**src/include/dout_rx_settings.svh**
```systemverilog
`ifndef DOUT_RX_SETTINGS_SVH
`define DOUT_RX_SETTINGS_SVH

// width of the bit-error counter
// saturates at all ones
`define DOUT_ERRCNT_WIDTH 16

// cycles the enable is stretched after it drops
// bit error checking stays off until this tail has passed
// must be at least 2 for the shift register form
`define DOUT_EN_TAIL 16

// APB register byte offsets, 12-bit address space
// CTRL: bit 0 enable, bit 1 capture strobe (reads 0)
`define DOUT_ADDR_CTRL 12'h000

// DATA: bits 7:0 stored byte, bit 8 new flag
`define DOUT_ADDR_DATA 12'h004

// ERRCNT: read the count, any write clears it
`define DOUT_ADDR_ERRCNT 12'h008

`endif

```
**src/rtl/dout_rx_pkg.sv**
```systemverilog
package dout_rx_pkg;

    // register block to capture block
    // 2 bits total
    typedef struct packed {
        // continuous capture while high
        logic enable;
        // one-cycle single capture request
        logic capture;
    } dout_ctrl_t;

    // capture block back to register block
    // 10 bits total
    typedef struct packed {
        // last byte taken from the link
        logic [7:0] data;
        // pulses for one cycle when data was updated
        logic       valid;
        // registered training mismatch flag
        logic       biterr;
    } dout_stat_t;

endpackage

```
**src/rtl/dout_phase_capture.sv**
```systemverilog
`timescale 1ns/100ps
`include "dout_rx_settings.svh"

module dout_phase_capture (
    input  logic                    sysclk_i,
    input  logic                    rst_n_i,
    input  logic                    sync_i,
    input  logic [7:0]              dout_i,
    input  dout_rx_pkg::dout_ctrl_t ctrl_i,
    output logic                    dout_sync_o,
    output dout_rx_pkg::dout_stat_t stat_o
);

    // two-cycle capture phase, forced to 0 by sync
    logic       phase_q;
    // strobe seen a second time, so a one-cycle request always hits phase 0
    logic       cap_rereg_q;
    // byte clock enable for the store
    logic       byte_ce_q;
    logic [7:0] store_q;
    logic       valid_q;
    // enable tail, replaces the vendor shift-register delay
    logic [`DOUT_EN_TAIL-1:0] en_dly_q;
    logic       en_delayed;
    // previous link byte, static training pattern so one stage is enough
    logic [7:0] dout_prev;
    logic       biterr_q;

    assign en_delayed = en_dly_q[`DOUT_EN_TAIL-1];

    // phase also resets the external serializer, keeps both aligned
    always_ff @(posedge sysclk_i) begin
        if (!rst_n_i) begin
            phase_q <= 1'b0;
        end else if (sync_i) begin
            phase_q <= 1'b0;
        end else begin
            phase_q <= ~phase_q;
        end
    end

    // capture control
    // ce only set from phase 0, so the store always loads on phase 1 -> 0
    always_ff @(posedge sysclk_i) begin
        if (!rst_n_i) begin
            cap_rereg_q <= 1'b0;
            byte_ce_q   <= 1'b0;
            valid_q     <= 1'b0;
            store_q     <= 8'h00;
        end else begin
            cap_rereg_q <= ctrl_i.capture;
            byte_ce_q   <= (ctrl_i.capture || cap_rereg_q || ctrl_i.enable) && !phase_q;
            valid_q     <= byte_ce_q;
            if (byte_ce_q) begin
                store_q <= dout_i;
            end
        end
    end

    // enable delay line
    always_ff @(posedge sysclk_i) begin
        if (!rst_n_i) begin
            en_dly_q <= '0;
        end else begin
            en_dly_q <= {en_dly_q[`DOUT_EN_TAIL-2:0], ctrl_i.enable};
        end
    end

    // previous byte for the training compare, taken every cycle
    always_ff @(posedge sysclk_i) begin
        dout_prev <= dout_i;
    end

    // mismatch only checked when the link is idle and the tail has drained
    always_ff @(posedge sysclk_i) begin
        if (!rst_n_i) begin
            biterr_q <= 1'b0;
        end else if (!ctrl_i.enable && !en_delayed) begin
            biterr_q <= (dout_i != dout_prev);
        end
    end

    assign dout_sync_o = phase_q;
    assign stat_o      = '{data: store_q, valid: valid_q, biterr: biterr_q};

    // back-to-back valids need a held sync three cycles earlier
    assert property (@(posedge sysclk_i) disable iff (!rst_n_i)
        valid_q && $past(valid_q) |-> $past(sync_i, 3));

    // valid ends on phase 1 unless a sync shifted the sequence in flight
    assert property (@(posedge sysclk_i) disable iff (!rst_n_i)
        $fell(valid_q) |-> phase_q || $past(sync_i) || $past(sync_i, 2) || $past(sync_i, 3));

endmodule

```
**src/rtl/dout_biterr_counter.sv**
```systemverilog
`timescale 1ns/100ps
`include "dout_rx_settings.svh"

module dout_biterr_counter #(
    parameter int WIDTH = `DOUT_ERRCNT_WIDTH
) (
    input  logic             sysclk_i,
    input  logic             rst_n_i,
    input  logic             biterr_i,
    input  logic             clear_i,
    output logic [WIDTH-1:0] count_o
);

    logic [WIDTH-1:0] count_q;
    // stop at all ones, a wrap would hide a bad link
    logic             at_max;

    assign at_max = &count_q;

    // clear has priority over a pending increment
    always_ff @(posedge sysclk_i) begin
        if (!rst_n_i) begin
            count_q <= '0;
        end else if (clear_i) begin
            count_q <= '0;
        end else if (biterr_i && !at_max) begin
            count_q <= count_q + 1'b1;
        end
    end

    assign count_o = count_q;

    // only a software clear may lower the count
    assert property (@(posedge sysclk_i) disable iff (!rst_n_i)
        !clear_i |=> count_q >= $past(count_q));

endmodule

```
**src/rtl/dout_apb_regs.sv**
```systemverilog
`timescale 1ns/100ps
`include "dout_rx_settings.svh"

module dout_apb_regs (
    input  logic                          sysclk_i,
    input  logic                          rst_n_i,
    input  logic                          psel_i,
    input  logic                          penable_i,
    input  logic                          pwrite_i,
    input  logic [11:0]                   paddr_i,
    input  logic [31:0]                   pwdata_i,
    input  dout_rx_pkg::dout_stat_t       stat_i,
    input  logic [`DOUT_ERRCNT_WIDTH-1:0] errcnt_i,
    output logic [31:0]                   prdata_o,
    output logic                          pready_o,
    output logic                          pslverr_o,
    output dout_rx_pkg::dout_ctrl_t       ctrl_o,
    output logic                          errcnt_clear_o
);

    // access phase of an APB transfer
    logic access;
    logic wr_en;
    logic rd_en;
    // address decode
    logic hit_ctrl;
    logic hit_data;
    logic hit_errcnt;
    logic addr_ok;

    // enable bit plus the capture strobe
    dout_rx_pkg::dout_ctrl_t ctrl_q;
    logic                    clear_q;
    // set by valid, cleared by reading DATA
    logic                    new_q;

    assign access     = psel_i && penable_i;
    assign wr_en      = access && pwrite_i;
    assign rd_en      = access && !pwrite_i;

    assign hit_ctrl   = (paddr_i == `DOUT_ADDR_CTRL);
    assign hit_data   = (paddr_i == `DOUT_ADDR_DATA);
    assign hit_errcnt = (paddr_i == `DOUT_ADDR_ERRCNT);
    assign addr_ok    = hit_ctrl || hit_data || hit_errcnt;

    // never waits, every transfer finishes in its access phase
    assign pready_o   = 1'b1;
    assign pslverr_o  = access && !addr_ok;

    // control register and strobes
    // strobes last exactly the cycle after the access phase
    always_ff @(posedge sysclk_i) begin
        if (!rst_n_i) begin
            ctrl_q  <= '0;
            clear_q <= 1'b0;
        end else begin
            if (wr_en && hit_ctrl) begin
                ctrl_q.enable <= pwdata_i[0];
            end
            ctrl_q.capture <= wr_en && hit_ctrl && pwdata_i[1];
            // data value ignored on ERRCNT, any write clears
            clear_q        <= wr_en && hit_errcnt;
        end
    end

    // new flag, set wins over a clear in the same cycle
    always_ff @(posedge sysclk_i) begin
        if (!rst_n_i) begin
            new_q <= 1'b0;
        end else if (stat_i.valid) begin
            new_q <= 1'b1;
        end else if (rd_en && hit_data) begin
            new_q <= 1'b0;
        end
    end

    // read mux
    // capture bit reads back as 0
    always_comb begin
        prdata_o = 32'h0000_0000;
        if (hit_ctrl) begin
            prdata_o = {31'h0, ctrl_q.enable};
        end else if (hit_data) begin
            prdata_o = {23'h0, new_q, stat_i.data};
        end else if (hit_errcnt) begin
            prdata_o = 32'(errcnt_i);
        end
    end

    assign ctrl_o         = ctrl_q;
    assign errcnt_clear_o = clear_q;

    // APB needs a setup phase between transfers, so no two strobes in a row
    assert property (@(posedge sysclk_i) disable iff (!rst_n_i)
        ctrl_q.capture |=> !ctrl_q.capture);

endmodule

```
**src/rtl/dout_rx_top.sv**
```systemverilog
`timescale 1ns/100ps
`include "dout_rx_settings.svh"

module dout_rx_top (
    input  logic        sysclk_i,
    input  logic        rst_n_i,
    input  logic        sync_i,
    input  logic [7:0]  dout_i,
    input  logic        psel_i,
    input  logic        penable_i,
    input  logic        pwrite_i,
    input  logic [11:0] paddr_i,
    input  logic [31:0] pwdata_i,
    output logic        dout_sync_o,
    output logic        dout_biterr_o,
    output logic [31:0] prdata_o,
    output logic        pready_o,
    output logic        pslverr_o
);

    dout_rx_pkg::dout_ctrl_t       ctrl;
    dout_rx_pkg::dout_stat_t       stat;
    logic [`DOUT_ERRCNT_WIDTH-1:0] errcnt;
    logic                          errcnt_clear;

    // phase generator, byte store and training check
    dout_phase_capture i_capture (
        .sysclk_i    (sysclk_i),
        .rst_n_i     (rst_n_i),
        .sync_i      (sync_i),
        .dout_i      (dout_i),
        .ctrl_i      (ctrl),
        .dout_sync_o (dout_sync_o),
        .stat_o      (stat)
    );

    // counts cycles with the mismatch flag up
    dout_biterr_counter #(
        .WIDTH (`DOUT_ERRCNT_WIDTH)
    ) i_errcnt (
        .sysclk_i (sysclk_i),
        .rst_n_i  (rst_n_i),
        .biterr_i (stat.biterr),
        .clear_i  (errcnt_clear),
        .count_o  (errcnt)
    );

    // software access
    dout_apb_regs i_regs (
        .sysclk_i       (sysclk_i),
        .rst_n_i        (rst_n_i),
        .psel_i         (psel_i),
        .penable_i      (penable_i),
        .pwrite_i       (pwrite_i),
        .paddr_i        (paddr_i),
        .pwdata_i       (pwdata_i),
        .stat_i         (stat),
        .errcnt_i       (errcnt),
        .prdata_o       (prdata_o),
        .pready_o       (pready_o),
        .pslverr_o      (pslverr_o),
        .ctrl_o         (ctrl),
        .errcnt_clear_o (errcnt_clear)
    );

    assign dout_biterr_o = stat.biterr;

endmodule

```
**config.mk**
```make
export PLATFORM = sky130hd
export DESIGN_NAME = dout_rx_top
export DESIGN_NICKNAME = d
export VERILOG_FILES = /design/src/rtl/dout_rx_pkg.sv /design/src/rtl/dout_phase_capture.sv /design/src/rtl/dout_biterr_counter.sv /design/src/rtl/dout_apb_regs.sv /design/src/rtl/dout_rx_top.sv
export VERILOG_INCLUDE_DIRS = /design/src /design/src/include
export SDC_FILE = /design/constraint.sdc
export NUM_CORES = 1
export LEC_CHECK = 0
export BUFFER_PORTS_ARGS = -buffer_cell sky130_fd_sc_hd__buf_4
export CORE_ASPECT_RATIO = 1.25
export CORE_UTILIZATION = 51
export CTS_BUF_LIST = sky130_fd_sc_hd__clkbuf_8
export CTS_CLUSTER_DIAMETER = 30
export DETAILED_ROUTE_END_ITERATION = 16
export PLACE_DENSITY_LB_ADDON = 0.1
export SYNTH_ARGS = -nofsm -noshare
export SYNTH_HDL_FRONTEND = slang
export SYNTH_HIERARCHICAL = 1
export SYNTH_SLANG_ARGS = --single-unit
```
**constraint.sdc**
```tcl
create_clock -name sysclk_i -period 1.9 [get_ports sysclk_i]
set_clock_uncertainty 0.05 [all_clocks]
set_input_delay 0.475 -clock sysclk_i [delete_from_list [all_inputs] [get_ports sysclk_i]]
set_output_delay 0.475 -clock sysclk_i [all_outputs]
set_load 0.02 [all_outputs]
```
==> summary.txt, run 1 <==
Most frequent CP cell: buf_6
Syn Area/Cell: 9.566 µm²
Initial antenna violation count: 0
Vias in the first global route: 2009
Largest net degree at the start of global routing: 34
Layout Nets: 400
Max Fclk: 0.4799 GHz
Hold_ws: 0.2263 ns
First-pass GRT wire length: 9266 µm
# rows: 28
Ys Warns: 6
Max cap viols: 0
Synth top area cells: dfxtp_1 45%, and2_1 6.7%, buf_4 6.5%
Final Cycle Share: 109.7%
CTS tree: done
GPL Wtd Cong: 0.8018
Placed Instance Area: 0.003100 mm²
Cts bufs inserted: 9
Die ar.: 0.005258 mm²
Req. time, crit path: 1.37 ns
Peak supply drop: 0.0005697 V
Share of cells above drive strength 1: 36.13%
Clock root cell: clkbuf_8
Via/cell ratio: 5.113
Final Hold Fails: 0
Slew Limit Fails: 0
# diodes: 0
Antenna viol nets, final: 0
WP buf/inv: 3
Worst Setup End Kind: output port
Count leader, synth: dfxtp_1
Startpoint types: primary input
#FFs+latches synth: 57
Kind of critical path: primary input to output port
Final setup viols: 17
Final non-filler cell area: 0.003540 mm²
CP delay by family, top: simple AND/OR/NAND/NOR gates
Final worst slack: -0.1838 ns
Failing checks: setup timing
1st-iter DRT viols: 144
DRC Markers: 0
CP Cell Sequence: buf_6, nor4_4, buf_4, nand3_4, a21oi_4, buf_6
Crit path largest cell delay: 0.31 ns
Drt total wl: 5533 µm
# IOs: 94
Initial Utilization: 53.20%
Drt first pass iters: 4
Slew @ Worst Pin: 0.5240 ns
Min cycle time layout: 2.084 ns
CTS sink count: 57
Seq/Total Area, Yosys: 45.01%
Syn-to-layout area delta: 39.63%
Die Height: 80.83 µm
Power Density: 818.4 mW/mm²
Routed len/inst: 13.63 µm
Clk slew on worst S/H paths: 0.07 ns
Via count: 2076
Core footprint: 0.004765 mm²
WP data arrival: 1.56 ns
Slew margin rel.: 65.00%
Synth async-reset ratio: 0%
GRT Residual Overflow: 0
Cell Area, Synth: 0.002535 mm²
Worst skew pair latency: 0.32 ns
Hpwl dp: 3873 µm
Fillcell total: 357
Commonest cells in the netlist: 57 x dfxtp_1, 27 x and2_1, 22 x buf_4, 17 x nand2_1, 16 x nor2_1
Outcome: finished with violations
PortBufs: 46
Area fraction of the dominant cell type after synthesis: 45.01%
Leak pwr: 1.413 nW
Setup TNS Final: -1.914 ns
RSZ-0062 raised after global routing: yes
Synth cell types: 48
Post-synth EDFFs: 0
Setup slack at placement: -0.2228 ns
Ys flop type: dfxtp_1
Worst Hold Class: primary input to flop
Die Width: 65.06 µm
Total GRT Usage: 23.69%
Mapped Cells: 265
Largest area contributor in the netlist: dfxtp_1
Worst-case clock buffer depth: 2
H-Tree Level Count: 3
Worst path slowest cell: nor4_4
CP Max Fanout: 5
## power by group
part           switching, mW  internal (mW)
clock                  0.478          0.979
sequential           0.00814           1.21
combinational          0.121          0.100
total                  0.607           2.29
## sequential cells by signal, indices dropped and copies added (netlist names)
| register | count |
|---|---|
| i_capture/en_dly_q | 16 |
| i_capture/cap_rereg_q | 1 |
| i_errcnt/count_o | 16 |
| i_regs/ctrl_o | 2 |
| i_capture/biterr_q | 1 |
| i_capture/dout_prev | 8 |
| i_capture/dout_sync_o | 1 |
| i_capture/valid_q | 1 |
| i_capture/store_q | 8 |
| i_regs/errcnt_clear_o | 1 |
| i_capture/byte_ce_q | 1 |
| i_regs/new_q | 1 |
## worst paths after layout
kind                                                   startpoint                                 to  slack, ns  cells after the start
worst min-delay path                                    dout_i[2]     i_capture/dout_prev[2]$_DFF_P_       0.23                      1
worst min register to register  i_capture/en_dly_q[14]$_SDFF_PN0_  i_capture/en_dly_q[15]$_SDFF_PN0_       0.38                      1
worst max register to register   i_errcnt/count_o[3]$_SDFFE_PP0P_   i_errcnt/count_o[9]$_SDFFE_PP0P_       0.10                      4
worst max-delay path                                   paddr_i[9]                        prdata_o[0]      -0.18                      6
## through the flow
stage / power (mW) / instances / util (%)
after floorplan: 1.376 / 280 / -
after global placement: 1.451 / 383 / 65.07
after detailed placement: 1.454 / 383 / 65.07
after CTS: 2.915 / 403 / 73.45
after global routing: 3.003 / 406 / 74.29
final: 2.897 / 406 / 74.29
## cell usage in the layout (no fill, tap or decap), types with 2 or more instances in the layout
cell,netlist,final
a21oi_1,8,7
a22oi_1,8,8
and2_1,27,20
and2_4,0,6
and3_1,3,3
buf_4,22,54
buf_6,0,21
bufinv_16,0,3
clkbuf_8,0,12
conb_1,2,17
dfxtp_1,57,57
inv_1,2,2
mux2i_1,11,11
nand2_1,17,17
nand2b_1,3,3
nand3_1,5,4
nand3_4,0,2
nand4_1,5,5
nor2_1,16,8
nor2_2,0,2
nor2_4,0,6
nor2b_1,10,10
nor3_1,7,7
nor4_1,5,5
nor4_4,0,2
o21a_1,3,3
o21ai_0,6,6
o31ai_1,3,3
or3_1,3,3
or4_1,3,3
xor2_1,9,9
## logic make-up (layout without fill, tap and decap cells)
group                    after synthesis  in the layout  share of synthesized area, %
other                                  2             17                        0.2963
XOR/XNOR                               9              9                         3.110
buffers and inverters                 29             94                         7.651
multiplexers                          12             12                         4.788
AND/OR/NAND/NOR                      118            119                         27.84
adder cells (fa/ha/maj)                1              1                        0.4935
flip-flops                            57             57                         45.01
AO/OA/AOI/OAI                         37             37                         10.81
## layout make-up
type | count | area [µm²] | share of cell area (%)
clock buffer | 12 | 165.2 | 4.666
sequential | 57 | 1141 | 32.24
clock inverter | 4 | 97.59 | 2.757
inverter | 2 | 7.507 | 0.2121
multi-input combinational | 195 | 1391 | 39.31
timing repair buffer | 76 | 661.9 | 18.70
tap | 60 | 75.07 | 2.121
## metal layers
metal | part of all wire, % | global-route usage (%) | up-vias | routed length (µm)
met4 | 2.6 | 12.83 | 0 | 145
met3 | 2.3 | 6.180 | 11 | 129
li1 | - | - | 1057 | -
met5 | 0 | 0 | - | 0
met2 | 52 | 40.42 | 33 | 2868
met1 | 43 | 26.89 | 975 | 2390
## what timing repair did
item / CTS / global route
setup buffers: 3 / 3
resized for setup: 29 / 4
hold buffers: 0 / 0
endpoints found under the hold margin: 0 / 0
pin swaps: 12 / 6
gates cloned: 1 / 0
setup endpoints to repair: 17 / 17
Note: power is estimated with default switching activity, not from simulation.
==> run 2: changes to the inputs <==
- PLACE_DENSITY_LB_ADDON: 0.1 -> 0.15
==> run 2 against run 1 <==
Routed wire length decreased by 6.6%. Sequential share of layout area increased by 0.71 points. Critical path type unchanged. Worst hold slack improved by 0.0039 ns. Global-route usage decreased by 2.2 points. The flow still finishes with violations (setup timing). Critical path depth increased by 1. Power decreased by 10%.
==> summary.txt, run 2 (synthesis results as in run 1) <==
Switching power total: 0.5735 mW
CP Cell Sequence: buf_6, nor4_4, buf_4, nand3_4, buf_12, a21oi_4, buf_6
Total GRT Usage: 21.52%
Final Hold Fails: 0
Syn-to-layout area delta: 36.62%
Fin cells: 402
Req. time, crit path: 1.37 ns
Cts bufs inserted: 9
WP buf/inv: 4
CTS sink count: 57
Max Fclk: 0.4753 GHz
Worst-case clock buffer depth: 2
Worst R2R End: i_errcnt/count_o[9]$_SDFFE_PP0P_
Via count: 2024
Reg-to-reg setup timing slack: 0.12 ns
Failing checks: setup timing
Startpoint types: primary input
Via/cell ratio: 5.035
Antenna viol nets, final: 0
Peak supply drop: 0.0008698 V
CTS tree: done
Die Height: 80.83 µm
DRC Markers: 0
# IOs: 94
1st-iter DRT viols: 61
Most frequent CP cell: buf_6
Worst path slowest cell: nor4_4
Placed cells: 381
Worst skew pair latency: 0.32 ns
Final setup viols: 17
Core footprint: 0.004765 mm²
Final Cycle Share: 110.7%
Most frequent cells in the layout: 57 x dfxtp_1, 50 x buf_4, 21 x buf_6
Clk pwr share: 45.1%
Hpwl dp: 3732 µm
PortBufs: 46
WP data arrival: 1.58 ns
Outcome: finished with violations
Origin of the critical flop-to-flop path: i_errcnt/count_o[3]$_SDFFE_PP0P_
Slew Limit Fails: 0
Final worst slack: -0.2038 ns
# rows: 28
First-pass GRT wire length: 8590 µm
Routed len/inst: 12.86 µm
Crit path largest cell delay: 0.32 ns
Die ar.: 0.005258 mm²
Kind of critical path: primary input to output port
Sw Share: 22.00%
Hold Startpoint: dout_i[2]
Placed Instance Area: 0.003085 mm²
Initial antenna violation count: 0
Multi-input gate area: 0.001378 mm²
Leak pwr: 1.389 nW
Drt first pass iters: 4
Final non-filler cell area: 0.003463 mm²
Worst Hold Class: primary input to flop
Clk slew on worst S/H paths: 0.06 ns
Clock root cell: clkbuf_8
Internal: 2.034 mW
Max cap viols: 0
Register Area: 0.001141 mm²
Drt total wl: 5168 µm
CP Max Fanout: 10
Commonest non-fill, non-tap cell in the layout: dfxtp_1
# hold bufs at CTS: 0
Fillcell total: 366
R2R depth: 4
Die Width: 65.06 µm
Hold endpoint: i_capture/dout_prev[2]$_DFF_P_
H-Tree Level Count: 3
CP delay by family, top: buffers and inverters
Hold path depth: 1
GRT Residual Overflow: 0
Largest net degree at the start of global routing: 34
# diodes: 0
Layout Nets: 396
GPL Wtd Cong: 0.8203
Vias in the first global route: 1923
Worst Setup End Kind: output port
Power Density: 752.9 mW/mm²
Sequential share of power: 46.8%
Min cycle time layout: 2.104 ns
Combinational share of power: 8.1%
RSZ-0062 raised after global routing: yes
Initial Utilization: 53.20%
Share of cells above drive strength 1: 35.67%
[run 2: cell types whose count changed in the layout (fill, tap and decap cells not counted), moves of 2 or more]
cell	previous run	this run
buf_4	54	50
clkbuf_8	12	9
clkinv_2	0	3
nor2_2	2	4
nor2_4	6	4
[run 2: layout make-up]
type | instances | share of cell area [%]
Clock inverter | 7 | 2.493
Tap cell | 60 | 2.168
Clock buffer | 9 | 3.577
Timing Repair Buffer | 73 | 18.82
Inverter | 2 | 0.2168
Sequential cell | 57 | 32.95
Multi-Input combinational cell | 194 | 39.78
[run 2: worst register-to-register path, stage by stage, from the launching register on]
cell     delay (ns)
dfxtp_1        0.49
nand4_4        0.19
or3_4          0.44
or4_1          0.40
a21oi_1        0.14
[run 2: stage by stage]
stage | utilization, % | TNS (ns) | total power [mW] | worst slack, ns | hold WS [ns]
6_report | 72.69 | -3.148 | 2.607 | -0.2038 | 0.2302
5_1_grt | 72.69 | -3.962 | 2.722 | -0.2509 | 0.2091
4_1_cts | 71.69 | -2.662 | 2.628 | -0.1789 | 0.2181
3_5_place_dp | 64.76 | -3.477 | 1.449 | -0.2466 | 0.3706
3_3_place_gp | 64.76 | -3.160 | 1.446 | -0.2298 | 0.3667
2_1_floorplan | - | -0.06831 | 1.376 | -0.01139 | 0.3619
[run 2: what timing repair did]
item / in CTS / in global routing
endpoints found under the setup margin: 17 / 18
setup buffers: 5 / 3
pin swaps: 9 / 3
gates resized for setup: 26 / 7
[run 2: layer usage]
| layer | global-route usage [%] | vias up | wire [µm] |
|---|---|---|---|
| met2 | 37.81 | 30 | 2790 |
| met3 | 5.056 | 2 | 116 |
| met4 | 9.130 | 0 | 25 |
| li1 | - | 1045 | - |
| met5 | 0 | - | 0 |
| met1 | 24.85 | 947 | 2236 |
[run 2: worst max-delay path by stage]
stage                   endpoint  cells after the start  startpoint
global route         prdata_o[0]                      7  paddr_i[9]
finish               prdata_o[0]                      7  paddr_i[9]
detailed placement   prdata_o[0]                      6  paddr_i[9]
floorplan            prdata_o[3]                      3  paddr_i[0]
CTS                 prdata_o[12]                      5  paddr_i[7]
global placement     prdata_o[0]                      6  paddr_i[9]
[run 2: power groups by stage]
stage / combinational [mW] / sequential (mW) / clock, mW
2_1_floorplan: 0.127 / 1.25 / 0
3_3_place_gp: 0.200 / 1.25 / 0
3_5_place_dp: 0.202 / 1.25 / 0
4_1_cts: 0.209 / 1.22 / 1.20
5_1_grt: 0.230 / 1.22 / 1.27
6_report: 0.211 / 1.22 / 1.18
==> run 3: changes to the inputs <==
- ABC_CLOCK_PERIOD_IN_PS: default -> 1900
- CORE_UTILIZATION: 51 -> 49
- CTS_BUF_LIST: sky130_fd_sc_hd__clkbuf_8 -> default
==> run 3 against run 2 <==
The flow still finishes with violations (setup timing). Highest routed layer unchanged. Final cell count grew 0.50%. Final area up 0.83%. Critical path type unchanged. Core utilization fell by 0.98 points. Sequential power is essentially flat. Largest power group unchanged. Largest cell class unchanged. Critical endpoint unchanged.
==> summary.txt, run 3 (synthesis results as in run 1) <==
Layout Nets: 398
WP data arrival: 1.56 ns
Final Cycle Share: 109.5%
CTS tree: done
Routed len/inst: 14.14 µm
Worst skew pair latency: 0.33 ns
Worst R2R End: i_errcnt/count_o[9]$_SDFFE_PP0P_
Origin of the critical flop-to-flop path: i_errcnt/count_o[3]$_SDFFE_PP0P_
Max cap viols: 0
Worst Setup End Kind: output port
Antenna viol nets, final: 0
Initial antenna violation count: 0
Outcome: finished with violations
Final setup viols: 17
Startpoint types: primary input
Drt first pass iters: 4
Syn-to-layout area delta: 37.76%
# IOs: 94
Kind of critical path: primary input to output port
Final worst slack: -0.1810 ns
Total GRT Usage: 21.60%
Req. time, crit path: 1.37 ns
Slew Limit Fails: 0
Hold path depth: 1
Hpwl dp: 3915 µm
Vias in the first global route: 1898
Die Width: 66.33 µm
PortBufs: 46
# rows: 28
Failing checks: setup timing
Final non-filler cell area: 0.003492 mm²
Reg-to-reg setup timing slack: 0.13 ns
Power Density: 725.5 mW/mm²
Leak pwr: 1.374 nW
First-pass GRT wire length: 8673 µm
GRT Residual Overflow: 0
Share of cells above drive strength 1: 35.76%
CP Max Fanout: 5
Cts bufs inserted: 9
H-Tree Level Count: 3
Worst Hold Class: primary input to flop
Hold_ws: 0.2228 ns
Die ar.: 0.005467 mm²
Hold endpoint: i_capture/dout_prev[1]$_DFF_P_
CTS sink count: 57
# hold bufs at CTS: 0
Drt total wl: 5711 µm
DRC Markers: 0
Min cycle time layout: 2.081 ns
R2R depth: 4
Slew @ Worst Pin: 0.5057 ns
Peak supply drop: 0.0006216 V
Placed Instance Area: 0.003085 mm²
Clock root cell: clkbuf_8
Hold Startpoint: dout_i[1]
Initial Utilization: 52.06%
Clk slew on worst S/H paths: 0.07 ns
Largest net degree at the start of global routing: 34
Final Hold Fails: 0
Worst-case clock buffer depth: 2
Via count: 2088
Slew margin rel.: 66.24%
Die Height: 82.42 µm
Placed cells: 381
GPL Wtd Cong: 0.8221
# diodes: 0
RSZ-0062 raised after global routing: yes
Core footprint: 0.004870 mm²
Via/cell ratio: 5.168
Max Fclk: 0.4805 GHz
1st-iter DRT viols: 94
Fin cells: 404
Commonest non-fill, non-tap cell in the layout: dfxtp_1
Most frequent cells in the layout: 57 x dfxtp_1, 48 x buf_4, 24 x buf_6
## run 3: cell type report
class | count | area (µm²)
multi-input cells | 195 | 1403
fillers | 381 | 1378
flip-flops and latches | 57 | 1141
repair buffers | 74 | 670.6
clock buffers | 9 | 123.9
well taps | 60 | 75.07
clock inverters | 7 | 71.32
inverters | 2 | 7.507
## run 3: how the worst max path moves through the flow
| stage | start | to |
|---|---|---|
| 6_report | paddr_i[0] | prdata_o[0] |
| 4_1_cts | paddr_i[4] | prdata_o[13] |
| 3_5_place_dp | paddr_i[9] | prdata_o[13] |
| 2_1_floorplan | paddr_i[0] | prdata_o[3] |
| 3_3_place_gp | paddr_i[0] | prdata_o[7] |
| 5_1_grt | paddr_i[9] | prdata_o[13] |
## run 3: metal layers
| layer | global-route usage [%] | vias up | wire, µm |
|---|---|---|---|
| met5 | 0 | - | 0 |
| met2 | 39.29 | 34 | 3131 |
| li1 | - | 1051 | - |
| met3 | 3.297 | 8 | 126 |
| met1 | 24.26 | 995 | 2375 |
| met4 | 10.85 | 0 | 79 |
## run 3: metrics by stage
step | total power [mW] | TNS (ns) | util (%) | worst slack (ns)
global route | 2.619 | -3.399 | 71.71 | -0.2303
detailed placement | 1.450 | -3.085 | 63.36 | -0.2121
global placement | 1.446 | -2.932 | 63.36 | -0.2044
CTS | 2.562 | -1.953 | 70.76 | -0.1534
floorplan | 1.376 | -0.06831 | - | -0.01139
finish | 2.534 | -2.282 | 71.71 | -0.1810
## run 3: critical path, cell delays in order
cell	delay, ns
buf_6	0.10
nor4_4	0.28
buf_4	0.20
nand3_4	0.18
a21oi_4	0.19
buf_6	0.13
## run 3: what timing repair did
action	4_1_cts	5_1_grt
pin swaps	15	4
buffers inserted	5	3
gates cloned	1	0
gates resized for setup	32	8
endpoints found under the setup margin	17	17
## run 3: where the power goes
part | switching [mW] | leakage (nW) | internal [mW]
combinational | 0.120 | 0.819 | 0.0984
clock | 0.494 | 0.0912 | 0.601
sequential | 0.00933 | 0.463 | 1.21
